==> config.mk <==
export PLATFORM = sky130hd
export DESIGN_NAME = flag_table_top
export DESIGN_NICKNAME = d
export VERILOG_FILES = /design/src/hdl/flag_table_pkg.sv /design/src/hdl/flag_apb_decode.sv /design/src/hdl/flag_ram.sv /design/src/hdl/flag_rmw_execute.sv /design/src/hdl/flag_rmw_result.sv /design/src/hdl/flag_table_top.sv
export SDC_FILE = /design/constraint.sdc
export NUM_CORES = 1
export LEC_CHECK = 0
export BUFFER_PORTS_ARGS = -buffer_cell sky130_fd_sc_hd__buf_4
export CORE_UTILIZATION = 30
export CTS_CLUSTER_SIZE = 24
export DETAILED_ROUTE_END_ITERATION = 10
export PLACE_DENSITY = 0.46
export SYNTH_ARGS = -nofsm -noshare
export SYNTH_HDL_FRONTEND = slang
export SYNTH_HIERARCHICAL = 1
export SYNTH_SLANG_ARGS = --single-unit
==> constraint.sdc <==
create_clock -name clk -period 5.3 [get_ports clk]
set_clock_uncertainty 0.1 [all_clocks]
set_input_delay 0.795 -clock clk [delete_from_list [all_inputs] [get_ports clk]]
set_output_delay 0.795 -clock clk [all_outputs]
set_load 0.01 [all_outputs]
==> src/hdl/flag_table_pkg.sv <==
/*
 * Shared widths, latencies and types for the per-ID flag table.
 * The table holds DEPTH entries of FLAG_WID bits, indexed by an ID_WID-bit ID.
 * RD_LATENCY must match the registered read depth of flag_ram.
 * APB entry n sits at byte address 4n, and only the low 256 bytes are decoded.
 */
package flag_table_pkg;

    // ----------------------------------------
    // Widths and latencies
    // ----------------------------------------
    localparam int ID_WID     = 6;
    localparam int FLAG_WID   = 8;
    localparam int DEPTH      = 2**ID_WID;
    localparam int RD_LATENCY = 2;
    localparam int ADDR_WID   = 10;

    // ----------------------------------------
    // Vector types
    // ----------------------------------------
    typedef logic [ID_WID-1:0]   flag_id_t;
    typedef logic [FLAG_WID-1:0] flags_t;
    typedef logic [ADDR_WID-1:0] apb_addr_t;

    // ----------------------------------------
    // Handshake payloads
    // ----------------------------------------

    // Update request from the data plane
    typedef struct packed {
        flag_id_t id;
        logic     init;   // Replace instead of OR
        flags_t   flags;
    } upd_req_t;

    // Update acknowledgement, flags as they were before the update
    typedef struct packed {
        flag_id_t id;
        flags_t   flags;
    } upd_ack_t;

    // Control command from the APB decoder
    typedef struct packed {
        flag_id_t id;
        logic     wr;
        flags_t   flags;
    } ctrl_cmd_t;

    // One read-modify-write operation in flight
    typedef struct packed {
        logic     valid;
        logic     ctrl;     // Came from the control plane
        flag_id_t id;
        logic     init;     // Replace the entry
        logic     update;   // Entry is written back
        flags_t   flags;
    } rmw_op_t;

    // RAM clear sweep after reset
    typedef enum logic {
        INIT_CLEAR,
        INIT_DONE
    } ram_init_state_t;

endpackage

==> src/hdl/flag_apb_decode.sv <==
/*
 * APB slave front end of the flag table.
 * Entry n is at byte 4n. Misaligned or out-of-range accesses finish with pslverr
 * in their first access cycle and issue no command.
 * One command is outstanding at a time; the access phase lasts until ctrl_done.
 * Write data is taken from the low FLAG_WID bits of pwdata.
 */
`timescale 1ns/10ps

module flag_apb_decode (
    input  logic                       clk,
    input  logic                       rst,
    // APB slave
    input  logic                       psel,
    input  logic                       penable,
    input  logic                       pwrite,
    input  flag_table_pkg::apb_addr_t  paddr,
    input  logic [31:0]                pwdata,
    output logic                       pready,
    output logic [31:0]                prdata,
    output logic                       pslverr,
    // Command to execute
    output logic                       ctrl_valid,
    output flag_table_pkg::ctrl_cmd_t  ctrl_cmd,
    input  logic                       ctrl_grant,
    // Completion from result
    input  logic                       ctrl_done,
    input  flag_table_pkg::flags_t     ctrl_rdata
);
    import flag_table_pkg::*;

    logic addr_err;
    logic setup;
    logic busy;

    // ----------------------------------------
    // Address check
    // ----------------------------------------

    // Word aligned, and no bits set above the entry index
    assign addr_err = (paddr[1:0] != 2'b00) ||
                      (paddr[ADDR_WID-1:ID_WID+2] != '0);

    // Every APB transfer has exactly one setup cycle
    assign setup = psel && !penable;

    // ----------------------------------------
    // Command handshake
    // ----------------------------------------
    always_ff @(posedge clk) begin
        if (rst) begin
            ctrl_valid <= 1'b0;
            busy       <= 1'b0;
        end else if (setup && !addr_err) begin
            ctrl_valid <= 1'b1;
            busy       <= 1'b1;
        end else begin
            // Held until execute takes it
            if (ctrl_grant) begin
                ctrl_valid <= 1'b0;
            end
            if (ctrl_done) begin
                busy <= 1'b0;
            end
        end
    end

    // Command payload, captured at setup
    always_ff @(posedge clk) begin
        if (setup && !addr_err) begin
            ctrl_cmd.id    <= paddr[ID_WID+1:2];
            ctrl_cmd.wr    <= pwrite;
            ctrl_cmd.flags <= pwdata[FLAG_WID-1:0];
        end
    end

    // ----------------------------------------
    // APB response
    // ----------------------------------------

    // Error completes at once, good access waits for its result
    assign pready  = psel && penable && (addr_err || (busy && ctrl_done));
    assign pslverr = psel && penable && addr_err;

    // Zero-extended read data
    assign prdata  = {{(32-FLAG_WID){1'b0}}, ctrl_rdata};

endmodule

==> src/hdl/flag_ram.sv <==
/*
 * Simple dual-port flag RAM with a two-cycle registered read.
 * After reset every entry is cleared to zero, one per cycle, then init_done rises.
 * Reads and writes issued before init_done are ignored.
 * A read in the same cycle as a write to the same entry returns the old value.
 */
`timescale 1ns/10ps

module flag_ram (
    input  logic                     clk,
    input  logic                     rst,
    input  logic                     rd_en,
    input  flag_table_pkg::flag_id_t rd_addr,
    output flag_table_pkg::flags_t   rd_data,
    input  logic                     wr_en,
    input  flag_table_pkg::flag_id_t wr_addr,
    input  flag_table_pkg::flags_t   wr_data,
    output logic                     init_done
);
    import flag_table_pkg::*;

    flags_t          mem [DEPTH];
    flags_t          rd_q;
    ram_init_state_t state;
    flag_id_t        clr_addr;

    // ----------------------------------------
    // Clear sweep
    // ----------------------------------------
    always_ff @(posedge clk) begin
        if (rst) begin
            state    <= INIT_CLEAR;
            clr_addr <= '0;
        end else if (state == INIT_CLEAR) begin
            clr_addr <= clr_addr + 1'b1;
            // Last entry cleared in this cycle
            if (clr_addr == flag_id_t'(DEPTH - 1)) begin
                state <= INIT_DONE;
            end
        end
    end

    assign init_done = (state == INIT_DONE);

    // Sweep owns the write port until done
    always_ff @(posedge clk) begin
        if (state == INIT_CLEAR) begin
            mem[clr_addr] <= '0;
        end else if (wr_en) begin
            mem[wr_addr] <= wr_data;
        end
    end

    // ----------------------------------------
    // Two-stage read
    // ----------------------------------------
    always_ff @(posedge clk) begin
        if (rd_en && init_done) begin
            rd_q <= mem[rd_addr];
        end
        // Output stage
        rd_data <= rd_q;
    end

endmodule

==> src/hdl/flag_rmw_execute.sv <==
/*
 * Arbitration, operation context pipeline and same-ID forwarding.
 * Updates have strict priority; a long update burst starves control commands.
 * Nothing is accepted before init_done. After that updates are never stalled.
 * The RAM read is issued in the acceptance cycle, and op_out and fwd_flags are
 * valid RD_LATENCY cycles later. fwd_flags already includes every earlier
 * operation that had not reached the RAM when the read was issued.
 */
`timescale 1ns/10ps

module flag_rmw_execute (
    input  logic                      clk,
    input  logic                      rst,
    // Update port
    input  logic                      upd_valid,
    input  flag_table_pkg::upd_req_t  upd_req,
    output logic                      upd_rdy,
    // Control command
    input  logic                      ctrl_valid,
    input  flag_table_pkg::ctrl_cmd_t ctrl_cmd,
    output logic                      ctrl_grant,
    // RAM read port
    input  logic                      init_done,
    output logic                      rd_en,
    output flag_table_pkg::flag_id_t  rd_addr,
    input  flag_table_pkg::flags_t    rd_data,
    // To result
    output flag_table_pkg::rmw_op_t   op_out,
    output flag_table_pkg::flags_t    fwd_flags
);
    import flag_table_pkg::*;

    // Correction to apply to a stale RAM read
    typedef struct packed {
        logic   init;
        flags_t flags;
    } fwd_adj_t;

    logic     upd_take;
    logic     ctrl_take;
    rmw_op_t  op_in;
    rmw_op_t  op_wr;
    rmw_op_t  ctx     [1:RD_LATENCY];
    fwd_adj_t adj     [1:RD_LATENCY];
    fwd_adj_t adj_nxt [1:RD_LATENCY];

    // ----------------------------------------
    // Arbitration
    // ----------------------------------------
    assign upd_rdy    = init_done;
    assign upd_take   = upd_valid && init_done;
    // Control only in cycles with no update offered
    assign ctrl_take  = ctrl_valid && init_done && !upd_valid;
    assign ctrl_grant = ctrl_take;

    always_comb begin
        op_in = '0;
        if (upd_take) begin
            op_in.valid  = 1'b1;
            op_in.ctrl   = 1'b0;
            op_in.id     = upd_req.id;
            op_in.init   = upd_req.init;
            op_in.update = 1'b1;
            op_in.flags  = upd_req.flags;
        end else if (ctrl_take) begin
            // Control write replaces the entry, control read leaves it alone
            op_in.valid  = 1'b1;
            op_in.ctrl   = 1'b1;
            op_in.id     = ctrl_cmd.id;
            op_in.init   = ctrl_cmd.wr;
            op_in.update = ctrl_cmd.wr;
            op_in.flags  = ctrl_cmd.wr ? ctrl_cmd.flags : '0;
        end
    end

    // Read issued in the acceptance cycle
    assign rd_en   = op_in.valid;
    assign rd_addr = op_in.id;

    // ----------------------------------------
    // Context pipeline
    // ----------------------------------------
    always_ff @(posedge clk) begin
        ctx[1] <= op_in;
        for (int i = 2; i <= RD_LATENCY; i++) begin
            ctx[i] <= ctx[i-1];
        end
        if (rst) begin
            for (int i = 1; i <= RD_LATENCY; i++) begin
                ctx[i].valid <= 1'b0;
            end
        end
    end

    // Last stage is the op whose write happens this cycle
    assign op_wr  = ctx[RD_LATENCY];
    assign op_out = op_wr;

    // ----------------------------------------
    // Forwarding
    // ----------------------------------------

    // Every younger op is checked against the op being written.
    // A write lands one cycle too late for the reads of the next
    // RD_LATENCY ops, so those pick it up here instead
    always_comb begin
        fwd_adj_t src;
        flag_id_t src_id;
        for (int i = 1; i <= RD_LATENCY; i++) begin
            if (i == 1) begin
                // Op entering the pipe starts clean
                src    = '0;
                src_id = op_in.id;
            end else begin
                src    = adj[i-1];
                src_id = ctx[i-1].id;
            end
            adj_nxt[i] = src;
            if (op_wr.valid && op_wr.update && (op_wr.id == src_id)) begin
                if (op_wr.init) begin
                    // Replace wipes anything older
                    adj_nxt[i].init  = 1'b1;
                    adj_nxt[i].flags = op_wr.flags;
                end else begin
                    adj_nxt[i].flags = src.flags | op_wr.flags;
                end
            end
        end
    end

    always_ff @(posedge clk) begin
        for (int i = 1; i <= RD_LATENCY; i++) begin
            adj[i] <= adj_nxt[i];
        end
    end

    // Corrected old flags, aligned with op_out
    assign fwd_flags = adj[RD_LATENCY].init ? adj[RD_LATENCY].flags :
                                              (rd_data | adj[RD_LATENCY].flags);

endmodule

==> src/hdl/flag_rmw_result.sv <==
/*
 * Write-back stage of the read-modify-write pipeline.
 * The merged value is written to the RAM in the cycle op_out is valid.
 * Acknowledgements are registered one cycle later and carry the old flags.
 * The acknowledgement outputs have no back-pressure.
 */
`timescale 1ns/10ps

module flag_rmw_result (
    input  logic                     clk,
    input  logic                     rst,
    // From execute
    input  flag_table_pkg::rmw_op_t  op_out,
    input  flag_table_pkg::flags_t   fwd_flags,
    // RAM write port
    output logic                     wr_en,
    output flag_table_pkg::flag_id_t wr_addr,
    output flag_table_pkg::flags_t   wr_data,
    // Update acknowledgement
    output logic                     upd_ack_valid,
    output flag_table_pkg::upd_ack_t upd_ack,
    // Control completion
    output logic                     ctrl_done,
    output flag_table_pkg::flags_t   ctrl_rdata
);
    import flag_table_pkg::*;

    flags_t new_flags;

    // ----------------------------------------
    // Merge and write
    // ----------------------------------------
    assign new_flags = op_out.init ? op_out.flags : (fwd_flags | op_out.flags);

    assign wr_en   = op_out.valid && op_out.update;
    assign wr_addr = op_out.id;
    assign wr_data = new_flags;

    // ----------------------------------------
    // Acknowledgements
    // ----------------------------------------
    always_ff @(posedge clk) begin
        if (rst) begin
            upd_ack_valid <= 1'b0;
            ctrl_done     <= 1'b0;
        end else begin
            upd_ack_valid <= op_out.valid && !op_out.ctrl;
            ctrl_done     <= op_out.valid && op_out.ctrl;
        end
    end

    // Old flags go back on both ports
    always_ff @(posedge clk) begin
        upd_ack.id    <= op_out.id;
        upd_ack.flags <= fwd_flags;
        ctrl_rdata    <= fwd_flags;
    end

endmodule

==> src/hdl/flag_table_top.sv <==
/*
 * Per-ID flag table, DEPTH entries of FLAG_WID bits.
 * Update port has priority over APB and is ready once init_done is high.
 * Acknowledgements come 3 cycles after acceptance, in acceptance order.
 */
`timescale 1ns/10ps

module flag_table_top (
    input  logic                      clk,
    input  logic                      rst,
    output logic                      init_done,
    // Update port
    input  logic                      upd_valid,
    input  flag_table_pkg::upd_req_t  upd_req,
    output logic                      upd_rdy,
    output logic                      upd_ack_valid,
    output flag_table_pkg::upd_ack_t  upd_ack,
    // APB slave
    input  logic                      psel,
    input  logic                      penable,
    input  logic                      pwrite,
    input  flag_table_pkg::apb_addr_t paddr,
    input  logic [31:0]               pwdata,
    output logic                      pready,
    output logic [31:0]               prdata,
    output logic                      pslverr
);
    import flag_table_pkg::*;

    // Decode to execute
    logic      ctrl_valid;
    logic      ctrl_grant;
    ctrl_cmd_t ctrl_cmd;

    // Result to decode
    logic      ctrl_done;
    flags_t    ctrl_rdata;

    // RAM ports
    logic      rd_en;
    flag_id_t  rd_addr;
    flags_t    rd_data;
    logic      wr_en;
    flag_id_t  wr_addr;
    flags_t    wr_data;

    // Execute to result
    rmw_op_t   op_out;
    flags_t    fwd_flags;

    flag_ram ram0 (
        .clk(clk), .rst(rst),
        .rd_en(rd_en), .rd_addr(rd_addr), .rd_data(rd_data),
        .wr_en(wr_en), .wr_addr(wr_addr), .wr_data(wr_data),
        .init_done(init_done)
    );

    flag_apb_decode decode0 (
        .clk(clk), .rst(rst),
        .psel(psel), .penable(penable), .pwrite(pwrite), .paddr(paddr), .pwdata(pwdata),
        .pready(pready), .prdata(prdata), .pslverr(pslverr),
        .ctrl_valid(ctrl_valid), .ctrl_cmd(ctrl_cmd), .ctrl_grant(ctrl_grant),
        .ctrl_done(ctrl_done), .ctrl_rdata(ctrl_rdata)
    );

    flag_rmw_execute execute0 (
        .clk(clk), .rst(rst),
        .upd_valid(upd_valid), .upd_req(upd_req), .upd_rdy(upd_rdy),
        .ctrl_valid(ctrl_valid), .ctrl_cmd(ctrl_cmd), .ctrl_grant(ctrl_grant),
        .init_done(init_done), .rd_en(rd_en), .rd_addr(rd_addr), .rd_data(rd_data),
        .op_out(op_out), .fwd_flags(fwd_flags)
    );

    flag_rmw_result result0 (
        .clk(clk), .rst(rst),
        .op_out(op_out), .fwd_flags(fwd_flags),
        .wr_en(wr_en), .wr_addr(wr_addr), .wr_data(wr_data),
        .upd_ack_valid(upd_ack_valid), .upd_ack(upd_ack),
        .ctrl_done(ctrl_done), .ctrl_rdata(ctrl_rdata)
    );

endmodule
**Word level (Yosys, flattened, before mapping)**

Memory sizes are Yosys's and may differ from the RTL's. A register that Yosys moved wholly into a read port is not among the register bits.
Index checks and enable logic that the tools add are counted.

- Add/sub/neg operators: 1
- Equality and inequality tests: 3
- Mux-type cells: 27
- Bitwise operators: 5
- Reduce and logical (&&, ||, !) cells: 26

Operator list:

| operator | count |
|---|---|
| 2-to-1 mux 8 bit | 5 |
| 2-to-1 mux 18 bit | 2 |
| OR 8 bit | 3 |
| 2-to-1 mux 9 bit | 2 |
| 2-to-1 mux 1 bit | 17 |
| logical AND 1 bit | 15 |
| == test 6 bit | 2 |
| nonzero test 2 bit | 4 |
| OR reduction 8 bit | 1 |
| adder 6 x 1 -> 6 bit, second input constant | 1 |
| == test 6 bit, second input constant | 1 |
| 2-to-1 mux 6 bit | 1 |
| logical NOT 1 bit | 4 |
| logical OR 1 bit | 2 |
| OR 1 bit, first input constant | 2 |

- Register bits after elaboration: 48
- RAM bits: 566
- Output and inout port bits: 51
- Word-level logic and storage cells: 77
- Memories kept: 3

Memory list:

| memory | words | bits a word | rd ports | clocked after Yosys merged registers in | wr ports | RTL line | RTL |
|---|---|---|---|---|---|---|---|
| ram0.mem | 64 | 8 | 1 | 1 | 1 | flag_ram.sv:22 | `flags_t mem [DEPTH];` |
| execute0.ctx | 2 | 18 | 2 | 0 | 2 | flag_rmw_execute.sv:43 | `rmw_op_t ctx [1:RD_LATENCY];` |
| execute0.adj | 2 | 9 | 2 | 0 | 2 | flag_rmw_execute.sv:44 | `fwd_adj_t adj [1:RD_LATENCY];` |

**Longest topological paths before layout**

Gate-level depths: netlist of the first run.

- Depth in word-level cells: 7
- Mapped depth: 13

**Cells and area by module**

Netlist of the first run, hierarchy kept.

By module, submodules not included:

| module | times used | cells each | area an instance (um^2) | sequential area each (um^2) |
|---|---|---|---|---|
| flag_ram | 1 | 1040 | 20918.8 | 15915.3 |
| flag_rmw_execute | 1 | 163 | 1906.8 | 1081.0 |
| flag_apb_decode | 1 | 62 | 814.5 | 490.5 |
| flag_rmw_result | 1 | 42 | 511.7 | 320.3 |

**Worst setup path before layout of the first run**

Ideal clock, no wire load.

- Kind: input to register
- Start: input port upd_valid
- End: register ram0.rd_q[5], read port of ram0.mem, data pin
- Setup time: 0.269 ns
- Data arrival time: 2.813 ns
- Required time: 4.931 ns
- Setup slack: 2.118 ns
- Cell stages on the path: 12
- Path through: buf_6 and3_1 or2_2 buf_4 buf_6 buf_12 buf_6 buf_6 nor3_1 or2b_1 nand3_1 o41ai_1

RTL lines:

| item | RTL line | RTL |
|---|---|---|
| from (decl) | flag_table_top.sv:13 | `input logic upd_valid,` |
| to (decl) | flag_ram.sv:23 | `flags_t rd_q;` |

**Worst setup path after layout of the first run**

- Start: register ram0.state (netlist: ram0/init_done)
- End: register ram0.rd_q[5], read port of ram0.mem, data pin

- Elaborated cells between the ends (all ways): 6

RTL lines:

| item | RTL line | RTL |
|---|---|---|
| from (decl) | flag_ram.sv:24 | `ram_init_state_t state;` |
| from (signal assigned) | flag_ram.sv:32 | `state <= INIT_CLEAR;` |
| from (signal assigned) | flag_ram.sv:38 | `state <= INIT_DONE;` |
| logical AND 1 bit (2 in a row) | flag_rmw_execute.sv:53 | `assign ctrl_take = ctrl_valid && init_done && !upd_valid;` |
| 2-to-1 mux 18 bit | flag_rmw_execute.sv:65 | `end else if (ctrl_take) begin` |
| 2-to-1 mux 18 bit (*) | flag_rmw_execute.sv:58 | `if (upd_take) begin` |
| net rd_addr[4] | flag_table_top.sv:41 | `flag_id_t rd_addr;` |

Mark *: on every way through the listed nets, which the timed path passes. The rest lies on a longest branch.
A chain may end at the register's enable or synchronous reset.

==> results.yml, run 1 <==
power:
  power.density_mw_per_mm2: 359.6
  fin_total_pwr_mw: 9.945
  p_leak_nw: 9.937
  vdd_drop_max_mv: 0.2304
clock_tree:
  path_clk_slew_ns: 0.06
  cts_buffers: 70
  postCtsSetupBuffers: 0
  clk_latency_ns: 0.59
  cts_hold_buf: 0
  cts_buffer_depth: 3
  cts_max_level: 3
  clockRootBuffer: "clkbuf_16"
  cts.sinks: 622
  cts_resized: 0
  tritoncts: "built"
finish:
  seqCellArea_sq_mm: 0.01781
  synthToLayoutAreaGrowth_pct: 14.51
  fill_cells: 7479
  multiInputGateArea_sq_mm: 0.005628
  nets: 1443
  drive_gt1_share_pct: 22.93
  final_area_sq_mm: 0.02766
  final_util_pct: 34.89
  diodes: 0
die:
  die-height_microns: 285.7
  placementRows: 103
  die_w_microns: 285.7
  die_area_sq_mm: 0.08164
  io_pins: 114
  core_sq_mm: 0.07926
  initial_utilization_pct: 30.47
synthesis:
  synth_edf_count: 535
  synth_common_cells: "edfxtp_1 (535), mux4_2 (110), nor2_1 (93)"
  yosysWarnings: 6
  synthDistinctLibCells: 70
  synth_top_cell_by_area: "edfxtp_1"
  seq_area_frac_synth_pct: 73.73
  synth_top_area_share_pct: 66.52
  async_flop_share_pct: 0
  avgSynthCellArea_sq_um: 18.48
  synthTopCellsByArea: "edfxtp_1 (67%), mux4_2 (10%), dfxtp_1 (7.2%), mux2i_1 (2.1%), buf_4 (2.0%)"
  netlist_area_sq_mm: 0.02415
  ys_ff_latch: 622
  netlist_instances: 1307
  yosysMostFrequentCell: "edfxtp_1"
  synth_flop_cell: "edfxtp_1"
sta:
  finalSetupTns_ns: 0
  slew_violations: 0
  worst_slew_pin_slew_ns: 1.227
  period_needed_ns: 3.890
  fin_ws_ns: 1.410
  hold_viol: 0
  fin_crit_sh_pct: 73.40
  fmax_mhz: 257.0
  slew_headroom_pct: 17.86
  rsz0062_at_grt: "false"
  setup_violations: 0
grt:
  grt_pass1_vias: 12290
  grt.overflow.total: 0
  grt_pass1_wl_microns: 84240
  grt_max_degree: 65
  grt.total_usage_pct: 14.06
  antenna_found_initial: 1
worst_setup_path:
  arrival_ns: 4.10
  r2r_cells: 7
  timing.rr.start: "ram0/init_done"
  crit_path_end_kind: "flip-flop"
  startpoint_type: "flip-flop"
  rr_endpoint: "ram0/rd_q[5]"
  critPathLaunch: "ram0/init_done"
  r2r_slack_ns: 1.41
  critPathCapture: "ram0/rd_q[5]"
  cp.required_ns: 5.51
  path_class: "reg2reg"
  cp_max_fo: 17
outcome:
  status: "complete, no violations"
drt:
  drt-total-wl_microns: 56960
  num_vias: 11850
  ant_nets: 0
  route.met2.wl_microns: 28110
  highest_layer: "met4"
  wl_met3_microns: 2097
  post_drt_wl_per_cell_microns: 23.00
  wl_met1_microns: 25580
  dr.first_iter.drc_count: 814
  viasPerCell: 4.785
  post-route-drc-count: 0
  first_pass_iters: 6
placement:
  placed_area_sq_mm: 0.02552
  globalplace.congestion: 0.7699
  portBuffers: 65
  hpwlAfterDp_microns: 35540
  pre_cts_ws_ns: 1.009
hold_path:
  hp-class: "reg2reg"
job:
  cap_violations: 0
[worst min-delay path by stage]
stage                   startpoint             endpoint  slack [ns]  depth (start not counted)
2_1_floorplan   execute0/ctx[1][0]   execute0/ctx[2][0]        0.21                          0
3_3_place_gp    execute0/ctx[1][6]   execute0/ctx[2][6]        0.21                          0
3_5_place_dp    execute0/ctx[1][6]   execute0/ctx[2][6]        0.21                          0
4_1_cts         execute0/ctx[1][7]   execute0/ctx[2][7]        0.23                          0
5_1_grt         execute0/ctx[1][9]   execute0/ctx[2][9]        0.23                          0
6_report       execute0/ctx[1][16]  execute0/ctx[2][16]        0.22                          0
[per-layer routing]
layer	track usage (%)	vias to the layer above
met5	0	-
met4	3.797	0
met3	2.392	72
met2	23.46	231
met1	18.90	6229
li1	-	5315
[flip-flops by register name, summed over array words and instances, names as in the netlist]
signal and count:
ram0/clr_addr 6, execute0/adj 18, decode0/ctrl_cmd 15, ram0/rd_q 8
result0/ctrl_done 1, result0/upd_ack 6, ram0/init_done 1, ram0/rd_data 8
execute0/ctx 36, decode0/busy 1, result0/ctrl_rdata 8, ram0/mem 512
decode0/ctrl_valid 1, result0/upd_ack_valid 1
[stage by stage]
step,cells,hold slack [ns]
CTS,2476,0.2256
global route,2476,0.2335
global placement,2357,0.2142
floorplan,1330,0.2096
finish,2476,0.2247
detailed placement,2357,0.2121
[layout make-up]
| type | count | share of cell area [%] |
|---|---|---|
| sequential | 622 | 64.39 |
| multi-input combinational | 589 | 20.35 |
| clock buffer | 90 | 6.872 |
| tap | 1050 | 4.750 |
| timing repair buffer | 89 | 2.687 |
| clock inverter | 29 | 0.8596 |
| inverter | 7 | 0.09501 |
[report_power, final]
group          total (mW)  switching (mW)  internal (mW)
sequential           5.28         0.00782           5.27
combinational       0.131          0.0853         0.0459
clock                4.54            1.83           2.71
[layout by cell type, fill, tap and decap left out, types with 20 or more instances in the layout]
| cell | instances |
|---|---|
| edfxtp_1 | 535 |
| conb_1 | 24 |
| o22ai_1 | 20 |
| a21o_1 | 20 |
| nand2_1 | 41 |
| nand3_1 | 21 |
| clkbuf_16 | 73 |
| nor2_1 | 93 |
| buf_4 | 83 |
| dfxtp_1 | 87 |
| mux2i_1 | 50 |
| mux4_2 | 110 |
[critical path, stage by stage, from the launching register on]
cell and delay, ns:
dfxtp_1 0.67, nand3_1 0.23, nand2_1 0.65, buf_4 0.39, nor2b_1 0.62, a211oi_1 0.32
a221o_1 0.46, o41ai_1 0.14
[kinds of logic after synthesis]
logic type,synth area share [%]
adder cells (fa/ha/maj),0.05180
AND/OR/NAND/NOR,5.548
buffers and inverters,3.419
XOR/XNOR,0.5129
flip-flops,73.73
multiplexers,12.72
other,0.01553
AO/OA/AOI/OAI,4.005
No activity file was read; power rests on OpenSTA's default activity.
==> run 2: changes to the inputs <==
clock period = 3.9 ns   (was 5.3 ns; I/O delays follow)
==> results.yml, run 2 (same netlist as run 1, synthesis figures left out) <==
outcome:
  status: "complete, no violations"
job:
  cap_violations: 0
power:
  p_sw_mw: 2.698
  vdd_drop_max_mv: 0.3144
  pwr-share-seq_pct: 52.2
  clkPwrFrac_pct: 46.4
  p_leak_nw: 10.45
  intPower_mw: 11.03
  power.density_mw_per_mm2: 483.2
  swShare_pct: 19.65
  combPwrFrac_pct: 1.4
die:
  core_sq_mm: 0.07926
  die_area_sq_mm: 0.08164
  placementRows: 103
  io_pins: 114
  die_w_microns: 285.7
  die-height_microns: 285.7
  initial_utilization_pct: 30.47
grt:
  grt.total_usage_pct: 14.20
  antenna_found_initial: 1
  grt.overflow.total: 0
  grt_pass1_vias: 12650
  grt_pass1_wl_microns: 84910
  grt_max_degree: 65
drt:
  post-route-drc-count: 0
  dr.first_iter.drc_count: 920
  post_drt_wl_per_cell_microns: 22.30
  num_vias: 12130
  first_pass_iters: 4
  viasPerCell: 4.727
  drt-total-wl_microns: 57220
  ant_nets: 0
worst_setup_path:
  critPathLaunch: "execute0/ctx[2][17]"
  arrival_ns: 3.64
  cp_max_fo: 13
  r2r_slack_ns: 0.36
  rr_endpoint: "ram0/mem[9][3]"
  cp.required_ns: 4.00
  timing.rr.start: "execute0/ctx[2][17]"
  crit_path_end_kind: "flip-flop"
  critPathCapture: "ram0/mem[9][3]"
  r2r_cells: 5
  path_class: "reg2reg"
  startpoint_type: "flip-flop"
clock_tree:
  path_clk_slew_ns: 0.06
  tritoncts: "built"
  cts_buffers: 69
  cts_hold_buf: 0
  postCtsSetupBuffers: 0
  cts_max_level: 3
  clockRootBuffer: "clkbuf_16"
  cts.sinks: 622
  cts_buffer_depth: 3
  clk_latency_ns: 0.61
  cts_resized: 0
sta:
  setup_violations: 0
  hold_viol: 0
  finalSetupTns_ns: 0
  fin_ws_ns: 0.3617
  fmax_mhz: 282.6
  worst_slew_pin_slew_ns: 1.088
  fin_crit_sh_pct: 90.72
  slew_violations: 0
  slew_headroom_pct: 27.19
  rsz0062_at_grt: "false"
  period_needed_ns: 3.538
placement:
  pre_cts_ws_ns: 0.2673
  hpwlAfterDp_microns: 37300
  globalplace.congestion: 0.7802
  placed_area_sq_mm: 0.02618
  portBuffers: 65
finish:
  multiInputGateArea_sq_mm: 0.005628
  drive_gt1_share_pct: 27.61
  top_regs: "ram0/mem (512), execute0/ctx (36), execute0/adj (18)"
  seqCellArea_sq_mm: 0.01781
  fill_cells: 7445
  final_area_sq_mm: 0.02841
  final_common_cell: "edfxtp_1"
  most-common-layout-cells: "edfxtp_1 (535), buf_4 (166), mux4_2 (110), nor2_1 (93), dfxtp_1 (87)"
  nets: 1527
  final_util_pct: 35.85
  synthToLayoutAreaGrowth_pct: 17.63
  largest_reg_flops: 512
  regMostFlops: "ram0/mem"
hold_path:
  hold_path_startpoint: "pwdata[0]"
  hp-class: "in2reg"
run 2: layer usage:
layer,wire length (microns),vias up,track usage [%]
met5,22,-,0
met4,1528,2,4.933
met3,2092,88,2.544
met2,27500,222,22.62
met1,26080,6340,19.49
li1,-,5478,-
run 2: how the worst min path moves through the flow:
stage | depth (start not counted) | end
floorplan | 0 | execute0/ctx[2][0]
global placement | 0 | execute0/ctx[2][1]
detailed placement | 0 | execute0/ctx[2][1]
CTS | 1 | decode0/ctrl_cmd[8]
global route | 1 | decode0/ctrl_cmd[8]
finish | 1 | decode0/ctrl_cmd[0]
run 2: layout make-up:
class | count | area share, %
Antenna cell | 2 | 0.01762
Clock inverter | 23 | 0.7311
Inverter | 7 | 0.09248
Timing Repair Buffer | 174 | 4.950
Clock buffer | 99 | 7.099
Multi-Input combinational cell | 589 | 19.81
Tap cell | 1050 | 4.624
Sequential cell | 622 | 62.68
run 2: power by group through the flow:
| stage | combinational, mW | sequential (mW) | clock (mW) |
|---|---|---|---|
| final | 0.189 | 7.17 | 6.37 |
| after global routing | 0.205 | 7.17 | 6.77 |
| after CTS | 0.191 | 7.17 | 6.54 |
| after detailed placement | 0.191 | 7.31 | 0 |
| after global placement | 0.189 | 7.31 | 0 |
| after floorplan | 0.103 | 7.31 | 0 |
run 2: worst max-delay path, cell delays in order (launching register included):
cell,delay (ns)
dfxtp_1,0.39
and2_1,0.43
nand2_1,0.35
o22ai_1,0.37
nand2_1,0.50
nor2_1,0.99
run 2: per-stage QoR:
step	hold WS (ns)	cells	total power [mW]
finish	0.05814	2566	13.73
CTS	0.02160	2564	13.90
global route	0.02403	2564	14.15
global placement	0.2103	2442	7.499
floorplan	0.2096	1330	7.411
detailed placement	0.2121	2442	7.503
